<file path="config.mk">
export PLATFORM = sky130hd
export DESIGN_NAME = mem_stage
export DESIGN_NICKNAME = d
export VERILOG_FILES = /design/src/logic/mem_pipe_pkg.sv /design/src/logic/mem_stage.sv
export SDC_FILE = /design/constraint.sdc
export NUM_CORES = 1
export LEC_CHECK = 0
export ABC_CLOCK_PERIOD_IN_PS = 6000
export BUFFER_PORTS_ARGS = -buffer_cell sky130_fd_sc_hd__buf_2
export CAP_MARGIN = 20
export CORE_MARGIN = 1.5
export CORE_UTILIZATION = 48
export DETAILED_ROUTE_END_ITERATION = 8
export PLACE_DENSITY = 0.95
export SLEW_MARGIN = 10
export SYNTH_ARGS = -nofsm -noshare
export SYNTH_HDL_FRONTEND = slang
export SYNTH_SLANG_ARGS = --single-unit
</file>
<file path="constraint.sdc">
create_clock -name clk -period 6 [get_ports clk]
set_input_delay 0.6 -clock clk [delete_from_list [all_inputs] [get_ports clk]]
set_output_delay 0.6 -clock clk [all_outputs]
set_load 0.01 [all_outputs]
</file>
<file path="src/logic/mem_pipe_pkg.sv">
package mem_pipe_pkg;

    // word address bits decoded by the data SRAM
    localparam int SRAM_DEPTH_LOG2 = 8;
    // byte offset bits below the word address
    localparam int BYTE_OFFSET_BITS = 2;

    typedef logic [31:0] word_t;
    typedef logic [4:0]  reg_addr_t;
    // one strobe bit per byte lane
    typedef logic [(1 << BYTE_OFFSET_BITS)-1:0] strb_t;

    typedef enum logic [3:0] {
        OP_ALU,
        OP_LD_B,
        OP_LD_H,
        OP_LD_W,
        OP_LD_BU,
        OP_LD_HU,
        OP_ST_B,
        OP_ST_H,
        OP_ST_W
    } mem_op_e;

    typedef enum logic {
        EXC_NONE,
        EXC_ALE
    } exc_e;

    typedef struct packed {
        word_t     pc;
        mem_op_e   op;
        word_t     base;
        word_t     offset;
        word_t     st_data;
        reg_addr_t rd;
    } issue_t;

    // result is the effective address for memory ops, the sum for ALU ops
    typedef struct packed {
        word_t     pc;
        mem_op_e   op;
        reg_addr_t rd;
        logic      rf_we;
        word_t     result;
        exc_e      exc;
    } es2ms_t;

    typedef struct packed {
        word_t     pc;
        reg_addr_t rd;
        logic      rf_we;
        word_t     wdata;
        exc_e      exc;
        word_t     badv;
    } ms2ws_t;

    typedef struct packed {
        logic  en;
        logic  we;
        strb_t wstrb;
        word_t addr;
        word_t wdata;
    } sram_req_t;

    typedef struct packed {
        logic      we;
        reg_addr_t waddr;
        word_t     wdata;
    } rf_write_t;

    typedef struct packed {
        logic  valid;
        word_t pc;
        exc_e  code;
        word_t badv;
    } exc_report_t;

endpackage

</file>
<file path="src/logic/mem_stage.sv">
module mem_stage (
    input  logic                 clk,
    input  logic                 resetn,
    input  logic                 es2ms_valid,
    input  mem_pipe_pkg::es2ms_t es2ms,
    input  logic                 ws_allowin,
    input  logic                 wb_ex,
    input  mem_pipe_pkg::word_t  rdata,
    output logic                 ms_allowin,
    output logic                 ms2ws_valid,
    output mem_pipe_pkg::ms2ws_t ms2ws
);

    logic                 ms_valid;
    mem_pipe_pkg::es2ms_t ms_instr;
    logic [7:0]           ld_byte;
    logic [15:0]          ld_half;
    mem_pipe_pkg::word_t  ld_value;

    assign ms_allowin  = ~ms_valid | ws_allowin;
    assign ms2ws_valid = ms_valid;

    always_ff @(posedge clk) begin
        if (!resetn) begin
            ms_valid <= 1'b0;
        end else if (wb_ex) begin
            ms_valid <= 1'b0;
        end else if (ms_allowin) begin
            ms_valid <= es2ms_valid;
        end
    end

    always_ff @(posedge clk) begin
        if (es2ms_valid && ms_allowin) begin
            ms_instr <= es2ms;
        end
    end

    // lane select from the low address bits
    always_comb begin
        case (ms_instr.result[1:0])
            2'b00:   ld_byte = rdata[7:0];
            2'b01:   ld_byte = rdata[15:8];
            2'b10:   ld_byte = rdata[23:16];
            default: ld_byte = rdata[31:24];
        endcase
    end

    assign ld_half = ms_instr.result[1] ? rdata[31:16] : rdata[15:0];

    always_comb begin
        case (ms_instr.op)
            mem_pipe_pkg::OP_LD_B:  ld_value = {{24{ld_byte[7]}}, ld_byte};
            mem_pipe_pkg::OP_LD_BU: ld_value = {24'b0, ld_byte};
            mem_pipe_pkg::OP_LD_H:  ld_value = {{16{ld_half[15]}}, ld_half};
            mem_pipe_pkg::OP_LD_HU: ld_value = {16'b0, ld_half};
            mem_pipe_pkg::OP_LD_W:  ld_value = rdata;
            // ALU result passes through, stores write nothing
            default:                ld_value = ms_instr.result;
        endcase
    end

    assign ms2ws.pc    = ms_instr.pc;
    assign ms2ws.rd    = ms_instr.rd;
    assign ms2ws.rf_we = ms_instr.rf_we;
    assign ms2ws.wdata = ld_value;
    assign ms2ws.exc   = ms_instr.exc;
    assign ms2ws.badv  = ms_instr.result;

endmodule

</file>
==> impl_metrics.tcl <==
set metrics [dict create \
    clkLatencyLatePin_ps 350 \
    grt_pass1_vias 3051 \
    layout.cells.non_filler 560 \
    path_clk_slew_ps 90 \
    grt_pass1_wl_mm 15.5 \
    syn_inst 308 \
    crit_arrival_ps 2880 \
    diodes 0 \
    antenna_found_initial 0 \
    fp-row-count 32 \
    cts_max_level 3 \
    setup-tns-final_ps 0 \
    clock_sinks 76 \
    die_area_um2 8590 \
    syn_avg_cell_area_um2 12.5 \
    synth-compound-area-share_pct 14.5 \
    r2r_setup_slack_ps 4350 \
    status "finished clean" \
    drt-initial-drc-count 169 \
    die_y_um 92.7 \
    drive_gt1_share_pct 52.8 \
    fin_crit_sh_pct 58.0 \
    dpl.hpwl_mm 7.84 \
    synth_area_um2 3860 \
    netlist.area_leader.share_pct 58.3 \
    maxCapViolations 0 \
    crit_slowest_cell "edfxtp_1" \
    hold_ws_ps 419 \
    yosys-mux-area-fraction_pct 4.24 \
    ioPinCount 217 \
    vias 3015 \
    finalMaxSlewViolations 0 \
    routed_wirelength_mm 10.5 \
    ant_nets 0 \
    hold_viol_final 0 \
    max_slew_margin_pct 34.7 \
    synth.distinct_cells 38 \
    synth.yosys.seq_area_share_pct 58.8 \
    min_path_type "in -> reg" \
    ir_drop_uv 203 \
    skew_ps 8.94 \
    drc 0 \
    whs_path_depth 1 \
    cp-start-kind "flip-flop" \
    critPathKind "reg -> out" \
    layout.nets 565 \
    overflow 0 \
    track_usage_pct 24.2 \
    synth_xor_area_share_pct 0.227 \
    finalPower_mw 1.31 \
    dp_slack_ps 2780 \
    place_inst 543 \
    rsz0062_at_grt "false" \
    crit_required_ps 5400 \
    routedWlPerCell_um 18.7 \
    min-delay-start "es2ms[41]" \
    cts_tree "yes" \
    area_growth_pct 22.7 \
    yosys_warnings 0 \
    rr_worst_depth 2 \
    cts_setup_buffers 0 \
    yosys.area.top_type "edfxtp_1" \
    synthSimpleGateAreaFrac_pct 5.99 \
    slowest_delay_ps 970 \
    synth_top_family_by_area "buffers and inverters" \
    whs_endpoint "ms_instr[41]" \
    synth_fp_nets 420 \
    critPathCaptureType "primary output" \
    finalSetupViolCount 0 \
    numCtsBuffers 9 \
    cts_hold_buf 0 \
    avgViaCountPerCell 5.38 \
    timing.final.ws_setup_ps 2520 \
    cp_max_fo 21 \
    cp_cell_sequence "mux2i_1, o21bai_1, a221oi_4, a21oi_1, buf_2" \
    grt_max_degree 76 \
    synthAdderAreaFrac_pct 0.259 \
    coreArea_um2 7770 \
    ys_ff_latch 76 \
    synth_area_leaders "edfxtp_1, buf_4, mux2i_1" \
    root_buffer "clkbuf_8" \
    cellPowerDensity_nw_per_um2 277 \
    start_util_pct 49.7 \
    io_buffers 216 \
    drtPass1Iterations 5 \
    cts_max_path_buffers 2 \
    fmax_mhz 287 \
    ctsResizeCount 0 \
    startpoint "ms2ws[1]" \
    p_leak_nw 2.09 \
    regToRegStartpoint "ms2ws_valid" \
    tightest_slew_ps 980 \
    die_x_um 92.7 \
    place.gp.congestion 0.907 \
    fin_crit_ps 3480 \
    r2r_end "ms2ws[88]" \
]
[layout make-up]
class,count,area (um2)
Fill cell,605,3030
Sequential cell,76,2270
Timing Repair Buffer,218,1100
Multi-Input combinational cell,143,985
Clock buffer,10,138
Tap cell,102,128
Clock inverter,6,95.1
Inverter,5,18.8
[power breakdown]
| group | internal (mW) | switching [mW] |
|---|---|---|
| Sequential | 0.620 | 0.0225 |
| Combinational | 0.0949 | 0.116 |
| Clock | 0.250 | 0.208 |
[worst max-delay path: cells and delay by family (launching register included)]
kind | cells | cell delay, ps
flip-flops | 1 | 970
AO/OA/AOI/OAI | 3 | 1070
buffers and inverters | 1 | 190
multiplexers | 1 | 310
[routing by layer]
layer / up-vias / routed length [um] / share of wire, % / GRT usage, %
met3: 19 / 820 / 7.8 / 5.67
li1: 1366 / - / - / -
met1: 1445 / 3930 / 37 / 28.3
met4: 0 / 204 / 1.9 / 10.7
met2: 185 / 5530 / 53 / 42.4
met5: - / 0 / 0 / 0
[worst max path at each step]
stage	endpoint	depth (start not counted)
after global routing	ms2ws[58]	5
after global placement	ms2ws[51]	5
final	ms2ws[58]	5
after floorplan	ms2ws[0]	2
after detailed placement	ms2ws[51]	5
after CTS	ms2ws[58]	5
[cells in the final DEF, fill, tap and decap left out, drive strengths merged, types with 2 or more instances in the layout]
cell type,Yosys,routed
a22o,3,3
nand3,4,4
edfxtp,75,75
o21ai,10,10
bufinv,0,2
a21oi,21,21
o22a,7,7
and2,4,4
a222oi,3,3
nand2,8,8
a21boi,3,3
mux2i,13,13
buf,78,218
nor2,20,20
nor2b,4,4
a221oi,4,4
o32a,2,2
a22oi,16,16
nand2b,5,5
o32ai,2,2
clkbuf,6,10
clkinvlp,0,2
mux2,3,3
inv,5,7
[flip-flops by register name (all words and copies together), names as in the netlist]
name	count
ms2ws	71
ms_instr	4
ms2ws_valid	1
[synthesized netlist by cell type, drive strengths merged]
cell type  number
o21bai          1
a22oi          16
buf            78
nor4            1
o21ai          10
a222oi          3
nor2b           4
mux2            3
a21oi          21
and2            4
mux2i          13
xnor2           1
maj3            1
and3            1
o32a            2
dfxtp           1
or2             1
o22a            7
o32ai           2
inv             5
clkbuf          6
nand3           4
nor2           20
a21o            1
a221oi          4
a311o           1
nand2           8
a21boi          3
o31ai           1
edfxtp         75
a2bb2oi         1
a22o            3
a32o            1
nand2b          5
[logic make-up (layout without fill, tap and decap cells)]
family                   count (synthesis)  in the layout
buffers and inverters                   89            239
AO/OA/AOI/OAI                           77             77
flip-flops                              76             76
AND/OR/NAND/NOR                         48             48
multiplexers                            16             16
adder cells (fa/ha/maj)                  1              1
XOR/XNOR                                 1              1
[per-stage QoR]
step / util [%] / cell area, um2
2_1_floorplan: - / 3860
3_3_place_gp: 57.7 / 4480
3_5_place_dp: 57.9 / 4490
4_1_cts: 60.9 / 4730
5_1_grt: 61.0 / 4740
6_report: 61.0 / 4740
No activity file was read; power rests on OpenSTA's default activity.
