**config.mk**
```make
export PLATFORM = sky130hd
export DESIGN_NAME = ex_stage
export DESIGN_NICKNAME = d
export VERILOG_FILES = /design/src/logic/mem_pipe_pkg.sv /design/src/logic/ex_stage.sv
export SDC_FILE = /design/constraint.sdc
export NUM_CORES = 1
export LEC_CHECK = 0
export ABC_CLOCK_PERIOD_IN_PS = 10490
export BUFFER_PORTS_ARGS = -buffer_cell sky130_fd_sc_hd__buf_2
export CAP_MARGIN = 25
export CORE_MARGIN = 5
export CORE_UTILIZATION = 40
export CTS_BUF_LIST = sky130_fd_sc_hd__clkbuf_8
export CTS_CLUSTER_SIZE = 24
export DETAILED_ROUTE_END_ITERATION = 12
export PLACE_DENSITY = 0.77
export SLEW_MARGIN = 20
export SYNTH_ARGS = -nofsm -noshare
export SYNTH_HDL_FRONTEND = slang
export SYNTH_SLANG_ARGS = --single-unit
```
**constraint.sdc**
```tcl
create_clock -name clk -period 10.49 [get_ports clk]
set_input_delay 0.5245 -clock clk [delete_from_list [all_inputs] [get_ports clk]]
set_output_delay 0.5245 -clock clk [all_outputs]
set_load 0.1 [all_outputs]
```
**src/logic/mem_pipe_pkg.sv**
```systemverilog
package mem_pipe_pkg;

    // word address bits decoded by the data SRAM
    localparam int SRAM_DEPTH_LOG2 = 8;
    // byte offset bits below the word address
    localparam int BYTE_OFFSET_BITS = 2;

    typedef logic [31:0] word_t;
    typedef logic [4:0]  reg_addr_t;
    // one strobe bit per byte lane
    typedef logic [(1 << BYTE_OFFSET_BITS)-1:0] strb_t;

    typedef enum logic [3:0] {
        OP_ALU,
        OP_LD_B,
        OP_LD_H,
        OP_LD_W,
        OP_LD_BU,
        OP_LD_HU,
        OP_ST_B,
        OP_ST_H,
        OP_ST_W
    } mem_op_e;

    typedef enum logic {
        EXC_NONE,
        EXC_ALE
    } exc_e;

    typedef struct packed {
        word_t     pc;
        mem_op_e   op;
        word_t     base;
        word_t     offset;
        word_t     st_data;
        reg_addr_t rd;
    } issue_t;

    // result is the effective address for memory ops, the sum for ALU ops
    typedef struct packed {
        word_t     pc;
        mem_op_e   op;
        reg_addr_t rd;
        logic      rf_we;
        word_t     result;
        exc_e      exc;
    } es2ms_t;

    typedef struct packed {
        word_t     pc;
        reg_addr_t rd;
        logic      rf_we;
        word_t     wdata;
        exc_e      exc;
        word_t     badv;
    } ms2ws_t;

    typedef struct packed {
        logic  en;
        logic  we;
        strb_t wstrb;
        word_t addr;
        word_t wdata;
    } sram_req_t;

    typedef struct packed {
        logic      we;
        reg_addr_t waddr;
        word_t     wdata;
    } rf_write_t;

    typedef struct packed {
        logic  valid;
        word_t pc;
        exc_e  code;
        word_t badv;
    } exc_report_t;

endpackage

```
**src/logic/ex_stage.sv**
```systemverilog
module ex_stage (
    input  logic                    clk,
    input  logic                    resetn,
    input  logic                    in_valid,
    input  mem_pipe_pkg::issue_t    in_instr,
    input  logic                    ms_allowin,
    input  logic                    wb_ex,
    output logic                    in_allowin,
    output logic                    es2ms_valid,
    output mem_pipe_pkg::es2ms_t    es2ms,
    output mem_pipe_pkg::sram_req_t sram_req
);

    logic                 es_valid;
    mem_pipe_pkg::issue_t es_instr;
    mem_pipe_pkg::word_t  eff_addr;
    logic                 is_load;
    logic                 is_store;
    logic                 misaligned;
    mem_pipe_pkg::strb_t  st_strb;
    mem_pipe_pkg::word_t  st_lanes;

    // no new instruction while the flush edge is pending
    assign in_allowin  = (~es_valid | ms_allowin) & ~wb_ex;
    assign es2ms_valid = es_valid;

    always_ff @(posedge clk) begin
        if (!resetn) begin
            es_valid <= 1'b0;
        end else if (wb_ex) begin
            es_valid <= 1'b0;
        end else if (in_allowin) begin
            es_valid <= in_valid;
        end
    end

    always_ff @(posedge clk) begin
        if (in_valid && in_allowin) begin
            es_instr <= in_instr;
        end
    end

    assign eff_addr = es_instr.base + es_instr.offset;

    // access class, alignment and store lanes
    always_comb begin
        is_load    = 1'b0;
        is_store   = 1'b0;
        misaligned = 1'b0;
        st_strb    = '0;
        st_lanes   = es_instr.st_data;
        case (es_instr.op)
            mem_pipe_pkg::OP_LD_B, mem_pipe_pkg::OP_LD_BU: begin
                is_load = 1'b1;
            end
            mem_pipe_pkg::OP_LD_H, mem_pipe_pkg::OP_LD_HU: begin
                is_load    = 1'b1;
                misaligned = eff_addr[0];
            end
            mem_pipe_pkg::OP_LD_W: begin
                is_load    = 1'b1;
                misaligned = |eff_addr[1:0];
            end
            mem_pipe_pkg::OP_ST_B: begin
                is_store = 1'b1;
                st_strb  = 4'b0001 << eff_addr[1:0];
                st_lanes = {4{es_instr.st_data[7:0]}};
            end
            mem_pipe_pkg::OP_ST_H: begin
                is_store   = 1'b1;
                misaligned = eff_addr[0];
                st_strb    = eff_addr[1] ? 4'b1100 : 4'b0011;
                st_lanes   = {2{es_instr.st_data[15:0]}};
            end
            mem_pipe_pkg::OP_ST_W: begin
                is_store   = 1'b1;
                misaligned = |eff_addr[1:0];
                st_strb    = 4'b1111;
            end
            default: begin
            end
        endcase
    end

    assign es2ms.pc     = es_instr.pc;
    assign es2ms.op     = es_instr.op;
    assign es2ms.rd     = es_instr.rd;
    // loads and ALU ops write rd
    assign es2ms.rf_we  = ~is_store;
    assign es2ms.result = eff_addr;
    assign es2ms.exc    = misaligned ? mem_pipe_pkg::EXC_ALE : mem_pipe_pkg::EXC_NONE;

    // request only on the transfer edge, never for a faulting or flushed access
    assign sram_req.en    = es_valid & ms_allowin & ~wb_ex & (is_load | is_store) & ~misaligned;
    assign sram_req.we    = is_store;
    assign sram_req.wstrb = st_strb;
    assign sram_req.addr  = eff_addr;
    assign sram_req.wdata = st_lanes;

endmodule

```
==> summary.md <==
| Metric | Value |
|---|---|
| Outcome | `finished, final reports clean` |
| Residual DRC | `0` |
| Area grow syn2layout | `19.4%` |
| Pwr/cell area | `193 nW/um2` |
| R2r setup slk | `7.92 ns` |
| CTS resizes | `0` |
| Dominant synthesized flop cell | `edfxtp_1` |
| Worst-Skew Late Latency | `0.43 ns` |
| DRT Wirelength | `17,300 um` |
| Overall power after layout | `1.63 mW` |
| Fin. Hold Viols | `0` |
| Register area share after synthesis | `58.2%` |
| Post-placement cell count | `984` |
| Fillers | `1,605` |
| Initial antenna violation count | `9` |
| Starting Density | `40.9%` |
| First-pass detailed-route iteration total | `5` |
| Relative slew slack | `42.0%` |
| Total leakage power | `3.65 nW` |
| Library cells used by synthesis | `56` |
| Worst r2r dst | `es_instr[42]` |
| DR vias | `4,981` |
| Crit Path Category | `flop to output pin` |
| DR iter-0 viols | `300` |
| Synth Register Bits | `138` |
| Synth top area share | `between 50 and 60%` |
| Dpl cell area | `8140 um2` |
| Setup TNS | `0 ns` |
| Total CTS buffers | `17` |
| Synth top area cells | `edfxtp_1, buf_4, ha_1, nand2_1, xnor2_1` |
| Post-synth EDFFs | `137` |
| CP required | `9.97 ns` |
| Post-synth top area cell | `edfxtp_1` |
| DPL Wire Length | `13,500 um` |
| First-pass GRT wire length | `26,300 um` |
| Hold endpoint | `es_instr[7]` |
| Final setup fails | `0` |
| Min-delay src | `in_instr[7]` |
| Final #Nets | `952` |
| Die height | `143 um` |
| Via density | `4.89` |
| Chip Width | `143 um` |
| Syn_nets | `between 700 and 800` |
| CP Max Fanout | `7` |
| PortBufs | `approximately 290` |
| Fin. max-slew vios | `0` |
| Vias in the first global route | `5,071` |
| # rows | `48` |
| FMAX | `243 MHz` |
| Peak supply drop | `~120 uV` |
| HP Class | `primary input to flop` |
| Antenna Nets Post-Route | `0` |
| Clock transition at path regs | `0.08 ns` |
| I/O Pins | `between 200 and 300` |
| MaxCap Viol Count | `0` |
| Hold slack | `0.261 ns` |
| Die area | `20,500 um2` |
| Avg Synthesized Cell Area | `approximately 13 um2` |
| Clock Tree Root | `clkbuf_8` |
| Worst Skew | `0.00735 ns` |
| Data arrival, critical path | `3.60 ns` |
| Total Routing Usage GR | `16.6%` |
| Worst-Margin Slew | `just under 0.9 ns` |
| Yosys warns | `0` |
| Worst reg-to-reg path cell count | `4` |
| Post-layout instance area | `8480 um2` |
| Setup crit end kind | `output pin` |
| Setup Buffers After CTS | `0` |
| Largest net degree at the start of global routing | `71` |
| Cts hold-fix bufs | `0` |
| WHS Path Cells | `1` |
| Layout cells sized above 1 | `43.7%` |
| Mapped cell area | `slightly above 7000 um2` |
| Startpoint types | `flop` |
| GR Overflow Total | `0` |
| RePlAce Congestion | `0.858` |
| H-tree depth | `4` |
| Core area | `17,400 um2` |
| Fin crit share | `39.3%` |
| Post-DR wirelength/cell | `17.0 um` |
| Finished Layout Cells | `1,018` |
| Synth Instances | `567` |
| CTS tree | `built` |
| Post-synth ARST share | `0%` |
| Clk sinks | `138` |
| Final min period | `4.12 ns` |
| Worst R2R Start | `es2ms_valid` |
| RSZ-0062 raised after global routing | `no` |
| Clock tree buffer depth | `2` |
## cells in the final DEF, fill, tap and decap left out, types with 3 or more instances in the layout
| master | count |
|---|---|
| a211oi_1 | 3 |
| a21o_1 | 10 |
| a21oi_1 | 28 |
| a21oi_2 | 3 |
| a31oi_1 | 5 |
| and2_1 | 3 |
| and3_1 | 4 |
| buf_2 | 288 |
| clkbuf_8 | 17 |
| clkinv_2 | 4 |
| clkinv_4 | 3 |
| clkinvlp_4 | 3 |
| diode_2 | 3 |
| edfxtp_1 | 137 |
| ha_1 | 31 |
| inv_1 | 6 |
| inv_6 | 3 |
| mux2_2 | 8 |
| mux2i_1 | 9 |
| nand2_1 | 61 |
| nand3_1 | 12 |
| nand4_1 | 7 |
| nor2_1 | 22 |
| nor2b_1 | 7 |
| nor3_1 | 8 |
| o211ai_2 | 3 |
| o21a_1 | 3 |
| o21ai_0 | 29 |
| o21bai_1 | 3 |
| o31ai_1 | 5 |
| xnor2_1 | 17 |
| xor2_1 | 11 |
## worst max-delay path, cell delays in order (launching register included)
cell and delay, ns:
edfxtp_1 0.39, ha_1 0.25, fa_1 0.42, a21o_1 0.23
a221oi_2 0.40, o211ai_2 0.15, a21oi_2 0.28, o31a_4 0.21
nor2_1 0.06, a311oi_1 0.28, buf_2 0.50
## layer usage
metal	part of all wire [%]	track usage, %	up-vias
li1	-	-	2429
met1	37	18.8	2302
met2	49	27.6	203
met3	11	8.41	33
met4	2.0	4.71	14
met5	0.57	0	-
## cells in the mapped netlist (8+ instances only)
library cell	instances
ha_1	31
edfxtp_1	137
a21oi_1	28
nand3_1	12
nor3_1	8
o21ai_0	29
nand2_1	61
xor2_1	11
a21o_1	10
buf_4	85
mux2i_1	9
xnor2_1	17
nor2_1	22
mux2_2	8
## registers in the layout (all words and copies together) (netlist names)
| signal | cells |
|---|---|
| es_instr | 96 |
| es2ms_valid | 1 |
| es2ms | 41 |
## through the flow
stage          util, %  setup WS, ns
2_1_floorplan        -          4.47
3_3_place_gp      46.9          6.94
3_5_place_dp      46.9          6.87
4_1_cts           48.8          6.35
5_1_grt           48.8          6.15
6_report          48.8          6.37
## worst max path at each step
stage | startpoint | end | slack [ns] | cells after the start
finish | es_instr[37] | es2ms[27] | 6.37 | 10
global route | es_instr[37] | sram_req[58] | 6.15 | 10
CTS | es_instr[37] | es2ms[27] | 6.35 | 10
detailed placement | es_instr[37] | es2ms[27] | 6.87 | 10
global placement | es_instr[37] | es2ms[27] | 6.94 | 10
floorplan | es2ms_valid | es2ms[34] | 4.47 | 3
## final cells by class
cell class,instances,area (um2),share of cell area [%]
diodes,3,7.51,0.0886
clock inverters,14,98.8,1.17
multi-input cells,324,2240,26.4
clock buffers,17,234,2.76
inverters,7,26.3,0.310
flip-flops and latches,138,4130,48.8
repair buffers,290,1460,17.2
well taps,225,282,3.32
## power by group
| group | total [mW] | internal [mW] | switching [mW] | leakage [nW] |
|---|---|---|---|---|
| Sequential | 0.643 | 0.635 | 0.00890 | 1.29 |
| Clock | 0.372 | 0.162 | 0.210 | 0.166 |
| Combinational | 0.619 | 0.0989 | 0.520 | 2.19 |
## cell families (layout without fill, tap and decap cells)
group | after synthesis | count (layout) | synth area share (%)
flip-flops | 138 | 138 | 58.2
other | 0 | 3 | 0
buffers and inverters | 105 | 328 | 10.3
XOR/XNOR | 28 | 28 | 3.45
multiplexers | 17 | 17 | 2.54
adder cells (fa/ha/maj) | 32 | 32 | 5.74
AND/OR/NAND/NOR | 135 | 135 | 8.72
AO/OA/AOI/OAI | 112 | 112 | 11.0
No activity file was read; power rests on OpenSTA's default activity.
