File: config.mk
export PLATFORM = sky130hd
export DESIGN_NAME = wb_stage
export DESIGN_NICKNAME = d
export VERILOG_FILES = /design/src/logic/mem_pipe_pkg.sv /design/src/logic/wb_stage.sv
export SDC_FILE = /design/constraint.sdc
export NUM_CORES = 1
export LEC_CHECK = 0
export ABC_CLOCK_PERIOD_IN_PS = 8600
export BUFFER_PORTS_ARGS = -buffer_cell sky130_fd_sc_hd__buf_4
export CAP_MARGIN = 10
export CORE_ASPECT_RATIO = 0.9
export CORE_UTILIZATION = 48
export CTS_CLUSTER_DIAMETER = 100
export DETAILED_ROUTE_END_ITERATION = 10
export GPL_TIMING_DRIVEN = 0
export PLACE_DENSITY = 0.92
export SLEW_MARGIN = 10
export SYNTH_ARGS = -nofsm -noshare
export SYNTH_HDL_FRONTEND = slang
export SYNTH_SLANG_ARGS = --single-unit
File: constraint.sdc
create_clock -name clk -period 8.6 [get_ports clk]
set_input_delay 0 -clock clk [delete_from_list [all_inputs] [get_ports clk]]
set_output_delay 0 -clock clk [all_outputs]
set_load 0.005 [all_outputs]
File: src/logic/mem_pipe_pkg.sv
package mem_pipe_pkg;

    // word address bits decoded by the data SRAM
    localparam int SRAM_DEPTH_LOG2 = 8;
    // byte offset bits below the word address
    localparam int BYTE_OFFSET_BITS = 2;

    typedef logic [31:0] word_t;
    typedef logic [4:0]  reg_addr_t;
    // one strobe bit per byte lane
    typedef logic [(1 << BYTE_OFFSET_BITS)-1:0] strb_t;

    typedef enum logic [3:0] {
        OP_ALU,
        OP_LD_B,
        OP_LD_H,
        OP_LD_W,
        OP_LD_BU,
        OP_LD_HU,
        OP_ST_B,
        OP_ST_H,
        OP_ST_W
    } mem_op_e;

    typedef enum logic {
        EXC_NONE,
        EXC_ALE
    } exc_e;

    typedef struct packed {
        word_t     pc;
        mem_op_e   op;
        word_t     base;
        word_t     offset;
        word_t     st_data;
        reg_addr_t rd;
    } issue_t;

    // result is the effective address for memory ops, the sum for ALU ops
    typedef struct packed {
        word_t     pc;
        mem_op_e   op;
        reg_addr_t rd;
        logic      rf_we;
        word_t     result;
        exc_e      exc;
    } es2ms_t;

    typedef struct packed {
        word_t     pc;
        reg_addr_t rd;
        logic      rf_we;
        word_t     wdata;
        exc_e      exc;
        word_t     badv;
    } ms2ws_t;

    typedef struct packed {
        logic  en;
        logic  we;
        strb_t wstrb;
        word_t addr;
        word_t wdata;
    } sram_req_t;

    typedef struct packed {
        logic      we;
        reg_addr_t waddr;
        word_t     wdata;
    } rf_write_t;

    typedef struct packed {
        logic  valid;
        word_t pc;
        exc_e  code;
        word_t badv;
    } exc_report_t;

endpackage

File: src/logic/wb_stage.sv
module wb_stage (
    input  logic                      clk,
    input  logic                      resetn,
    input  logic                      ms2ws_valid,
    input  mem_pipe_pkg::ms2ws_t      ms2ws,
    input  logic                      retire_ready,
    output logic                      ws_allowin,
    output logic                      wb_ex,
    output mem_pipe_pkg::rf_write_t   rf_wr,
    output mem_pipe_pkg::exc_report_t exc
);

    logic                 ws_valid;
    mem_pipe_pkg::ms2ws_t ws_instr;
    logic                 retire;
    logic                 has_exc;

    assign retire     = ws_valid & retire_ready;
    assign has_exc    = (ws_instr.exc != mem_pipe_pkg::EXC_NONE);
    assign ws_allowin = ~ws_valid | retire_ready;

    // faulting instruction retires as a flush
    assign wb_ex = retire & has_exc;

    always_ff @(posedge clk) begin
        if (!resetn) begin
            ws_valid <= 1'b0;
        end else if (wb_ex) begin
            // the memory stage content is younger, drop it
            ws_valid <= 1'b0;
        end else if (ws_allowin) begin
            ws_valid <= ms2ws_valid;
        end
    end

    always_ff @(posedge clk) begin
        if (ms2ws_valid && ws_allowin) begin
            ws_instr <= ms2ws;
        end
    end

    assign rf_wr.we    = retire & ws_instr.rf_we & ~has_exc;
    assign rf_wr.waddr = ws_instr.rd;
    assign rf_wr.wdata = ws_instr.wdata;

    assign exc.valid = wb_ex;
    assign exc.pc    = ws_instr.pc;
    assign exc.code  = ws_instr.exc;
    assign exc.badv  = ws_instr.badv;

endmodule

==> results of run 1 <==
## timing repair
item                                    in CTS  in global routing
endpoints found under the setup margin       0                  0
hold buffers                               105                  0
endpoints found under the hold margin      104                  0
## synth_stat cells
library cell / count
and2_1: 1
and3_2: 1
a21boi_2: 1
edfxtp_1: 103
and4b_1: 1
nand2b_2: 1
dfxtp_1: 1
a21bo_1: 1
buf_4: 103
## worst paths after layout
| path | start | endpoint | slack [ns] | depth (start not counted) |
|---|---|---|---|---|
| worst min-delay path | ms2ws_valid | exc[23] | 0.31 | 2 |
| worst min register to register | ws_valid | exc[23] | 1.12 | 2 |
| worst max-delay path | ws_valid | exc[8] | 6.85 | 3 |
| worst max register to register | ws_valid | exc[8] | 6.85 | 3 |
## through the flow
stage,hold WS (ns),setup WS (ns),total power [mW]
floorplan,0.09887,5.319,0.6650
global placement,0.1780,4.566,0.7480
detailed placement,0.1793,6.896,0.7537
CTS,0.2973,6.874,1.096
global route,0.3284,6.738,1.138
finish,0.3094,6.849,1.103
## per-layer routing
layer | track usage, % | wire length, µm | up-vias
met5 | 0 | 0 | -
met4 | 9.626 | 236 | 0
met3 | 7.662 | 903 | 16
met2 | 54.99 | 6698 | 174
met1 | 29.90 | 4191 | 1342
li1 | - | - | 1306
## cells in the final DEF (no fill, tap or decap), drive strengths merged
master and count:
and3 1, and2 1, a21boi 1, buf 316
dfxtp 1, bufinv 1, clkinvlp 1, and4b 1
clkinv 3, inv 2, nand2b 1, a21bo 1
clkbuf 9, edfxtp 103, dlygate4sd3 105
## state kept, by name (all words and copies together) (netlist names)
signal / count
exc: 64
has_exc: 1
rf_wr: 37
ws_instr: 1
ws_valid: 1
## power breakdown
group	internal [mW]	switching, mW	leakage [nW]
sequential	0.593	0.0121	1.01
clock	0.138	0.173	0.0994
combinational	0.128	0.0589	2.00
total	0.859	0.244	3.10
## cell type report
type,instances,area [µm²]
Buffer,103,773.2
Clock buffer,9,123.9
Clock inverter,7,78.83
Fill cell,310,797.0
Multi-Input combinational cell,6,56.30
Sequential cell,104,3113
Tap cell,96,120.1
Timing Repair Buffer,318,2670
## cell families (layout without fill, tap and decap cells)
group | Yosys count | after routing | share of synthesized area, %
compound gates | 2 | 2 | 0.5398
buf+inv | 103 | 437 | 19.63
flops | 104 | 104 | 79.01
simple gates | 4 | 4 | 0.8259
## worst max-delay path, delay by kind of cell (launching register included)
kind          cells  cell delay (ns)
buf+inv           1             0.35
flops             1             0.36
simple gates      2             0.68
==> metrics.md, run 1 <==
| Metric | Value |
|---|---|
| Power Dens Cells | 159.0 mW/mm² |
| RSZ-0062 raised after global routing | no |
| Worst Setup Path Type | flip-flop to flip-flop |
| Max-slew violations | 0 |
| Total grt overflow | 0 |
| Total CTS buffers | 9 |
| Worst slew margin relative to its limit | between 50% and 60% |
| Post-route antenna net violation count | 0 |
| FP Rows | 30 |
| Outcome | complete, no violations |
| CP Data Arrival Time | around 1.8 ns |
| Largest net degree at the start of global routing | between 50 and 60 |
| DP HPWL | between 6000 and 7000 µm |
| Placed Instance Area | 0.005682 mm² |
| Antenna Cells | 0 |
| Initial DRT Pass Iterations | 4 |
| Synth Net Count | 320 |
| Layout Skew | 0.01319 ns |
| Synth Warn # | 0 |
| Post-Syn Instances | 213 |
| Post-CTS resize count | 0 |
| Mapped cell area | 0.003940 mm² |
| Measured slew at the worst slew-check pin | between 0.6 and 0.7 ns |
| CP Capture Type | flip-flop |
| Via count | between 2000 and 3000 |
| Register bit total from synthesis | 104 |
| Post-CTS setup buffers | 0 |
| Synth unique cells | 9 |
| Min Tclk post-route | about 1.8 ns |
| Syn_area_per_cell | ~18 µm² |
| Data required, critical path | between 8 and 9 ns |
| WL per Instance | 18.71 µm |
| Final core occ | 89.69% |
| # setup viols final | 0 |
| I/O pin cnt | 213 |
| P_leak | between 3 and 4 nW |
| Post-Route WL | about 12000 µm |
| Max stage delay on crit path | roughly 0.56 ns |
| DIE AREA | 0.008575 mm² |
| FMAX | between 0.5 and 0.6 GHz |
| Finished Cell Area | about 0.007 mm² |
| Port Buffer Count | ~210 |
| Yosys top cell area share | between 70% and 80% |
| Non-filler instance count after layout | 643 |
| H-tree Lvls | 3 |
| Max FO, Critical Path | between 50 and 60 |
| Vias in the first global route | 3154 |
| CP Launch Type | flip-flop |
| Starting DRT DRC Count | between 80 and 90 |
| Crit share post-route | roughly 20% |
| Top cell type by total area after synthesis | edfxtp_1 |
| Placer Congestion | a little under 0.7 |
| Post-DR vias/cell | 4.414 |
| Die height | 87.95 µm |
| Max_cap viols | 0 |
| Worst hold path class | input pin to flip-flop |
| Sequential share of the synthesized area | between 70% and 80% |
| Fraction of layout cells with a size suffix above 1 | 61.24% |
| Chip Width | between 90 and 100 µm |
| Final Hold Fails | 0 |
| Initial antenna violation count | 0 |
| Worst vdd ir | 0.0001003 V |
| Area Overhead vs Synth | 76.02% |
| CTS tree | yes |
| Layout Nets | around 650 |
| Setup TNS | 0 ns |
| Crit-path slowest cell | and2_4 |
| Clk Latency, worst-skew pair | roughly 0.36 ns |
| Longest Clk Path Bufs | 2 |
| First-pass GRT wire length | approximately 17000 µm |
| Core area | 0.007732 mm² |
| Total clock sinks | 104 |
| Synth top area cells | edfxtp_1 79%, buf_4 20%, dfxtp_1 0.51% |
| Worst-path clk slew | about 0.11 ns |
| Initial core utilization | between 50% and 60% |
| Residual DRC | 0 |
| Critical-path cell list | nand2b_2, and2_4, buf_16 |
| Root Driver | clkbuf_8 |
| GRT Overall Usage | between 20% and 30% |
| Placed insts | around 520 |
Note: power is estimated with default switching activity, not from simulation.
==> inputs of run 2 (changes only) <==
- ABC_AREA: not set -> 1
- ABC_CLOCK_PERIOD_IN_PS: 8600 -> 1800
- CORE_UTILIZATION: 48 -> 44
- PLACE_DENSITY: 0.92 -> 0.86
- clock period: 8.6 -> 1.8 ns (I/O delays scaled with it)
==> run 2 against run 1 <==
Fmax is 4.6% higher. Count of clock-buffer cells in the layout rose by 2. Area after synthesis about the same. Design area grew 0.83%. Core utilization fell by 8.5 points. Final cell count up 5.0%.
==> metrics.md, run 2 <==
| Metric | Value |
|---|---|
| Via count | 2860 (+0.78%) |
| Clk Latency, worst-skew pair | 0.35 ns (about the same) |
| Setup ws final | 0.1268 ns (-6.723 ns) |
| Synth top area cells | edfxtp_1 79%, buf_4 20%, dfxtp_1 0.51% |
| # setup viols final | 0 (unchanged) |
| Fraction of layout cells with a size suffix above 1 | 60.07% (-1.2 points) |
| Max-slew violations | 0 (unchanged) |
| Initial DRT Pass Iterations | 4 (unchanged) |
| RSZ-0062 raised after global routing | no |
| Top cell type by total area after synthesis | edfxtp_1 |
| Synth Flop Type | edfxtp_1 |
| Post-Syn Instances | 219 (+2.8%) |
| Commonest cells in the netlist | 103 x buf_4, 103 x edfxtp_1, 4 x nand2_1 |
| Crit path buf inv count | 2 (+1) |
| FP Rows | 32 (+6.7%) |
| Post-CTS setup buffers | 0 (unchanged) |
| Initial antenna violation count | 0 (unchanged) |
| Synth Warn # | 0 (unchanged) |
| CP Data Arrival Time | 1.73 ns (-0.05 ns) |
| Port Buffer Count | 212 (unchanged) |
| Mux cell area share after synthesis | 0% (unchanged) |
| Max reg flops | 64 (unchanged) |
| CP Capture Type | flip-flop |
| Max FO, Critical Path | 27 (-53%) |
| Mapped cell area | 0.003938 mm² (about the same) |
| Crit share post-route | 92.95% (+73 points) |
| Vias in the first global route | 3115 (-1.2%) |
| Post-Synth XOR/XNOR Area | 0% (unchanged) |
| Residual DRC | 0 (unchanged) |
| Post-Route WL | 11070 µm (-7.9%) |
| Worst vdd ir | 0.0005945 V (+490%) |
| Critical path startpoint | ws_valid |
| Worst hold path class | input pin to flip-flop |
| Synth async-reset ratio | 0% (unchanged) |
| Longest Clk Path Bufs | 2 (unchanged) |
| CP Launch Type | flip-flop |
| Post-synth EDFFs | 103 (unchanged) |
| Placer Congestion | 0.6608 (-3.5%) |
| Non-filler instance count after layout | 675 (+5.0%) |
| I/O pin cnt | 213 (unchanged) |
| Max_cap viols | 0 (unchanged) |
| Syn_area_per_cell | 17.98 µm² (-2.8%) |
| Initial core utilization | 45.74% (-5.2 points) |
| Total grt overflow | 0 (unchanged) |
| Final Hold Fails | 0 (unchanged) |
| First-pass GRT wire length | 15900 µm (-8.9%) |
| Min Tclk post-route | 1.673 ns (-0.07734 ns) |
| Post-CTS resize count | 0 (unchanged) |
| Synth Net Count | 326 (+1.9%) |
| Worst-path clk slew | 0.10 ns (about the same) |
| Largest net degree at the start of global routing | 31 (-47%) |
| Post-DR vias/cell | 4.237 (-4.0%) |
| Data required, critical path | 1.85 ns (-6.78 ns) |
| Layout Skew | 0.01064 ns (-0.002551 ns) |
| Core area | 0.008608 mm² (+11%) |
| CTS tree | yes |
| Critical-path cell list | a21boi_4, buf_16, buf_12 |
| DIE AREA | 0.009332 mm² (+8.8%) |
| Area Overhead vs Synth | 77.60% |
| Synth Area in Simple Gates | 0.6991% (-0.13 points) |
| Antenna Cells | 0 (unchanged) |
| Crit path max-delay family | compound AO/OA/AOI/OAI gates |
| Outcome | complete, no violations |
| Power Dens Cells | 721.7 mW/mm² (+350%) |
| DP HPWL | 5991 µm (-3.4%) |
| Post-route antenna net violation count | 0 (unchanged) |
| Worst Setup Path Type | flip-flop to flip-flop |
| Chip Width | 101.7 µm (+4.3%) |
| Max stage delay on crit path | 0.51 ns (-0.05 ns) |
| FMAX | 0.5977 GHz (+4.6%) |
| Worst slew margin relative to its limit | 51.51% (-6.8 points) |
| Pre-CTS WS | -0.05350 ns (-6.950 ns) |
| RR Startpoint | ws_valid |
| Die height | 91.75 µm (+4.3%) |
| Largest family of logic cells by synthesized area | buffers and inverters |
| GRT Overall Usage | 23.95% (-4.3 points) |
| Crit-path slowest cell | a21boi_4 |
| Total clock sinks | 104 (unchanged) |
| Root Driver | clkbuf_8 |
| Hold Startpoint | retire_ready |
| Synth unique cells | 9 (unchanged) |
| Register bit total from synthesis | 104 (unchanged) |
| Most frequent cells in the layout | 315 x buf_4, 106 x dlygate4sd3_1, 103 x edfxtp_1, 9 x clkbuf_8, 4 x nand2_1 |
| Starting DRT DRC Count | 77 (-13%) |
| WL per Instance | 16.41 µm (-12%) |
| Measured slew at the worst slew-check pin | 0.7231 ns (+0.09714 ns) |
| Fraction of the mapped netlist area in adder cells | 0% (unchanged) |
| Yosys top cell area share | 78.55% (about the same) |
| Sequential share of the synthesized area | 79.06% (about the same) |
| Layout Nets | 659 (+1.5%) |
| Placed insts | 553 (+5.9%) |
| H-tree Lvls | 3 (unchanged) |
| P_leak | 3.113 nW (+0.34%) |
| Total CTS buffers | 9 (unchanged) |
| Synth Area in Compound Gates | 0.3178% (-0.22 points) |
| Most common cell after layout, fill and taps aside | buf_4 |
==> run 2: cell types whose count changed after synthesis <==
cell      change
and3_2        -1
and4b_1       -1
a21oi_1       +1
a21boi_0      +1
nand2b_2      -1
and2_1        -1
nand2_1       +4
inv_1         +3
nor2_1        +2
a21boi_2      -1
nand3_1       +1
a21bo_1       -1
==> run 2: where the power goes <==
group | total, mW | leakage, nW | internal [mW] | switching [mW]
registers | 2.89 | 1.01 | 2.83 | 0.0535
clock network | 1.26 | 0.0720 | 0.502 | 0.761
logic | 0.898 | 2.04 | 0.620 | 0.278
==> run 2: what timing repair did <==
| item | CTS | global route |
|---|---|---|
| endpoints found under the setup margin | 57 | 0 |
| endpoints found under the hold margin | 104 | 0 |
| hold buffers | 106 | 0 |
==> run 2: kinds of logic (layout without fill, tap and decap cells) <==
| group | after synthesis | in the layout |
|---|---|---|
| simple gates | 7 | 7 |
| buf+inv | 106 | 442 |
| flops | 104 | 104 |
| compound gates | 2 | 3 |
==> run 2: final timing paths <==
check                                  to  slack (ns)  depth (start not counted)
worst max-delay path            rf_wr[29]        0.13                          3
worst min-delay path             ws_valid        0.08                          4
worst max register to register  rf_wr[29]        0.13                          3
worst min register to register   ws_valid        0.61                          2
==> run 2: cell type report <==
type | instances | area (µm²)
Clock buffer | 11 | 131.4
Timing Repair Buffer | 321 | 2720
Inverter | 3 | 11.26
Fill cell | 422 | 1615
Sequential cell | 104 | 3114
Buffer | 103 | 773.2
Tap cell | 119 | 148.9
Clock inverter | 4 | 31.28
Multi-Input combinational cell | 10 | 62.56
==> run 2: worst min-delay path, delay by kind of cell <==
kind | cells | cell delay [ns]
buffers and inverters | 2 | 0.21
AND/OR/NAND/NOR | 1 | 0.04
AO/OA/AOI/OAI | 1 | 0.15
==> run 2: routing by layer <==
metal / track usage [%] / vias up / part of all wire (%)
met5: 0 / - / 0
met4: 8.213 / 0 / 1.7
met3: 7.317 / 18 / 8.4
met2: 45.89 / 138 / 56
met1: 23.93 / 1375 / 34
li1: - / 1329 / -
==> run 2: per-stage QoR <==
step           TNS [ns]  hold WS [ns]  total power [mW]  util [%]  area, µm²
2_1_floorplan    -70.94       0.08470             3.172         -       3950
3_3_place_gp    -124.70        0.1778             3.567     66.10       5690
3_5_place_dp     -2.854        0.1792             3.610     66.89       5758
4_1_cts               0       0.04686             5.034     81.24       6993
5_1_grt               0       0.09788             5.239     81.24       6993
6_report              0       0.08054             5.047     81.24       6993
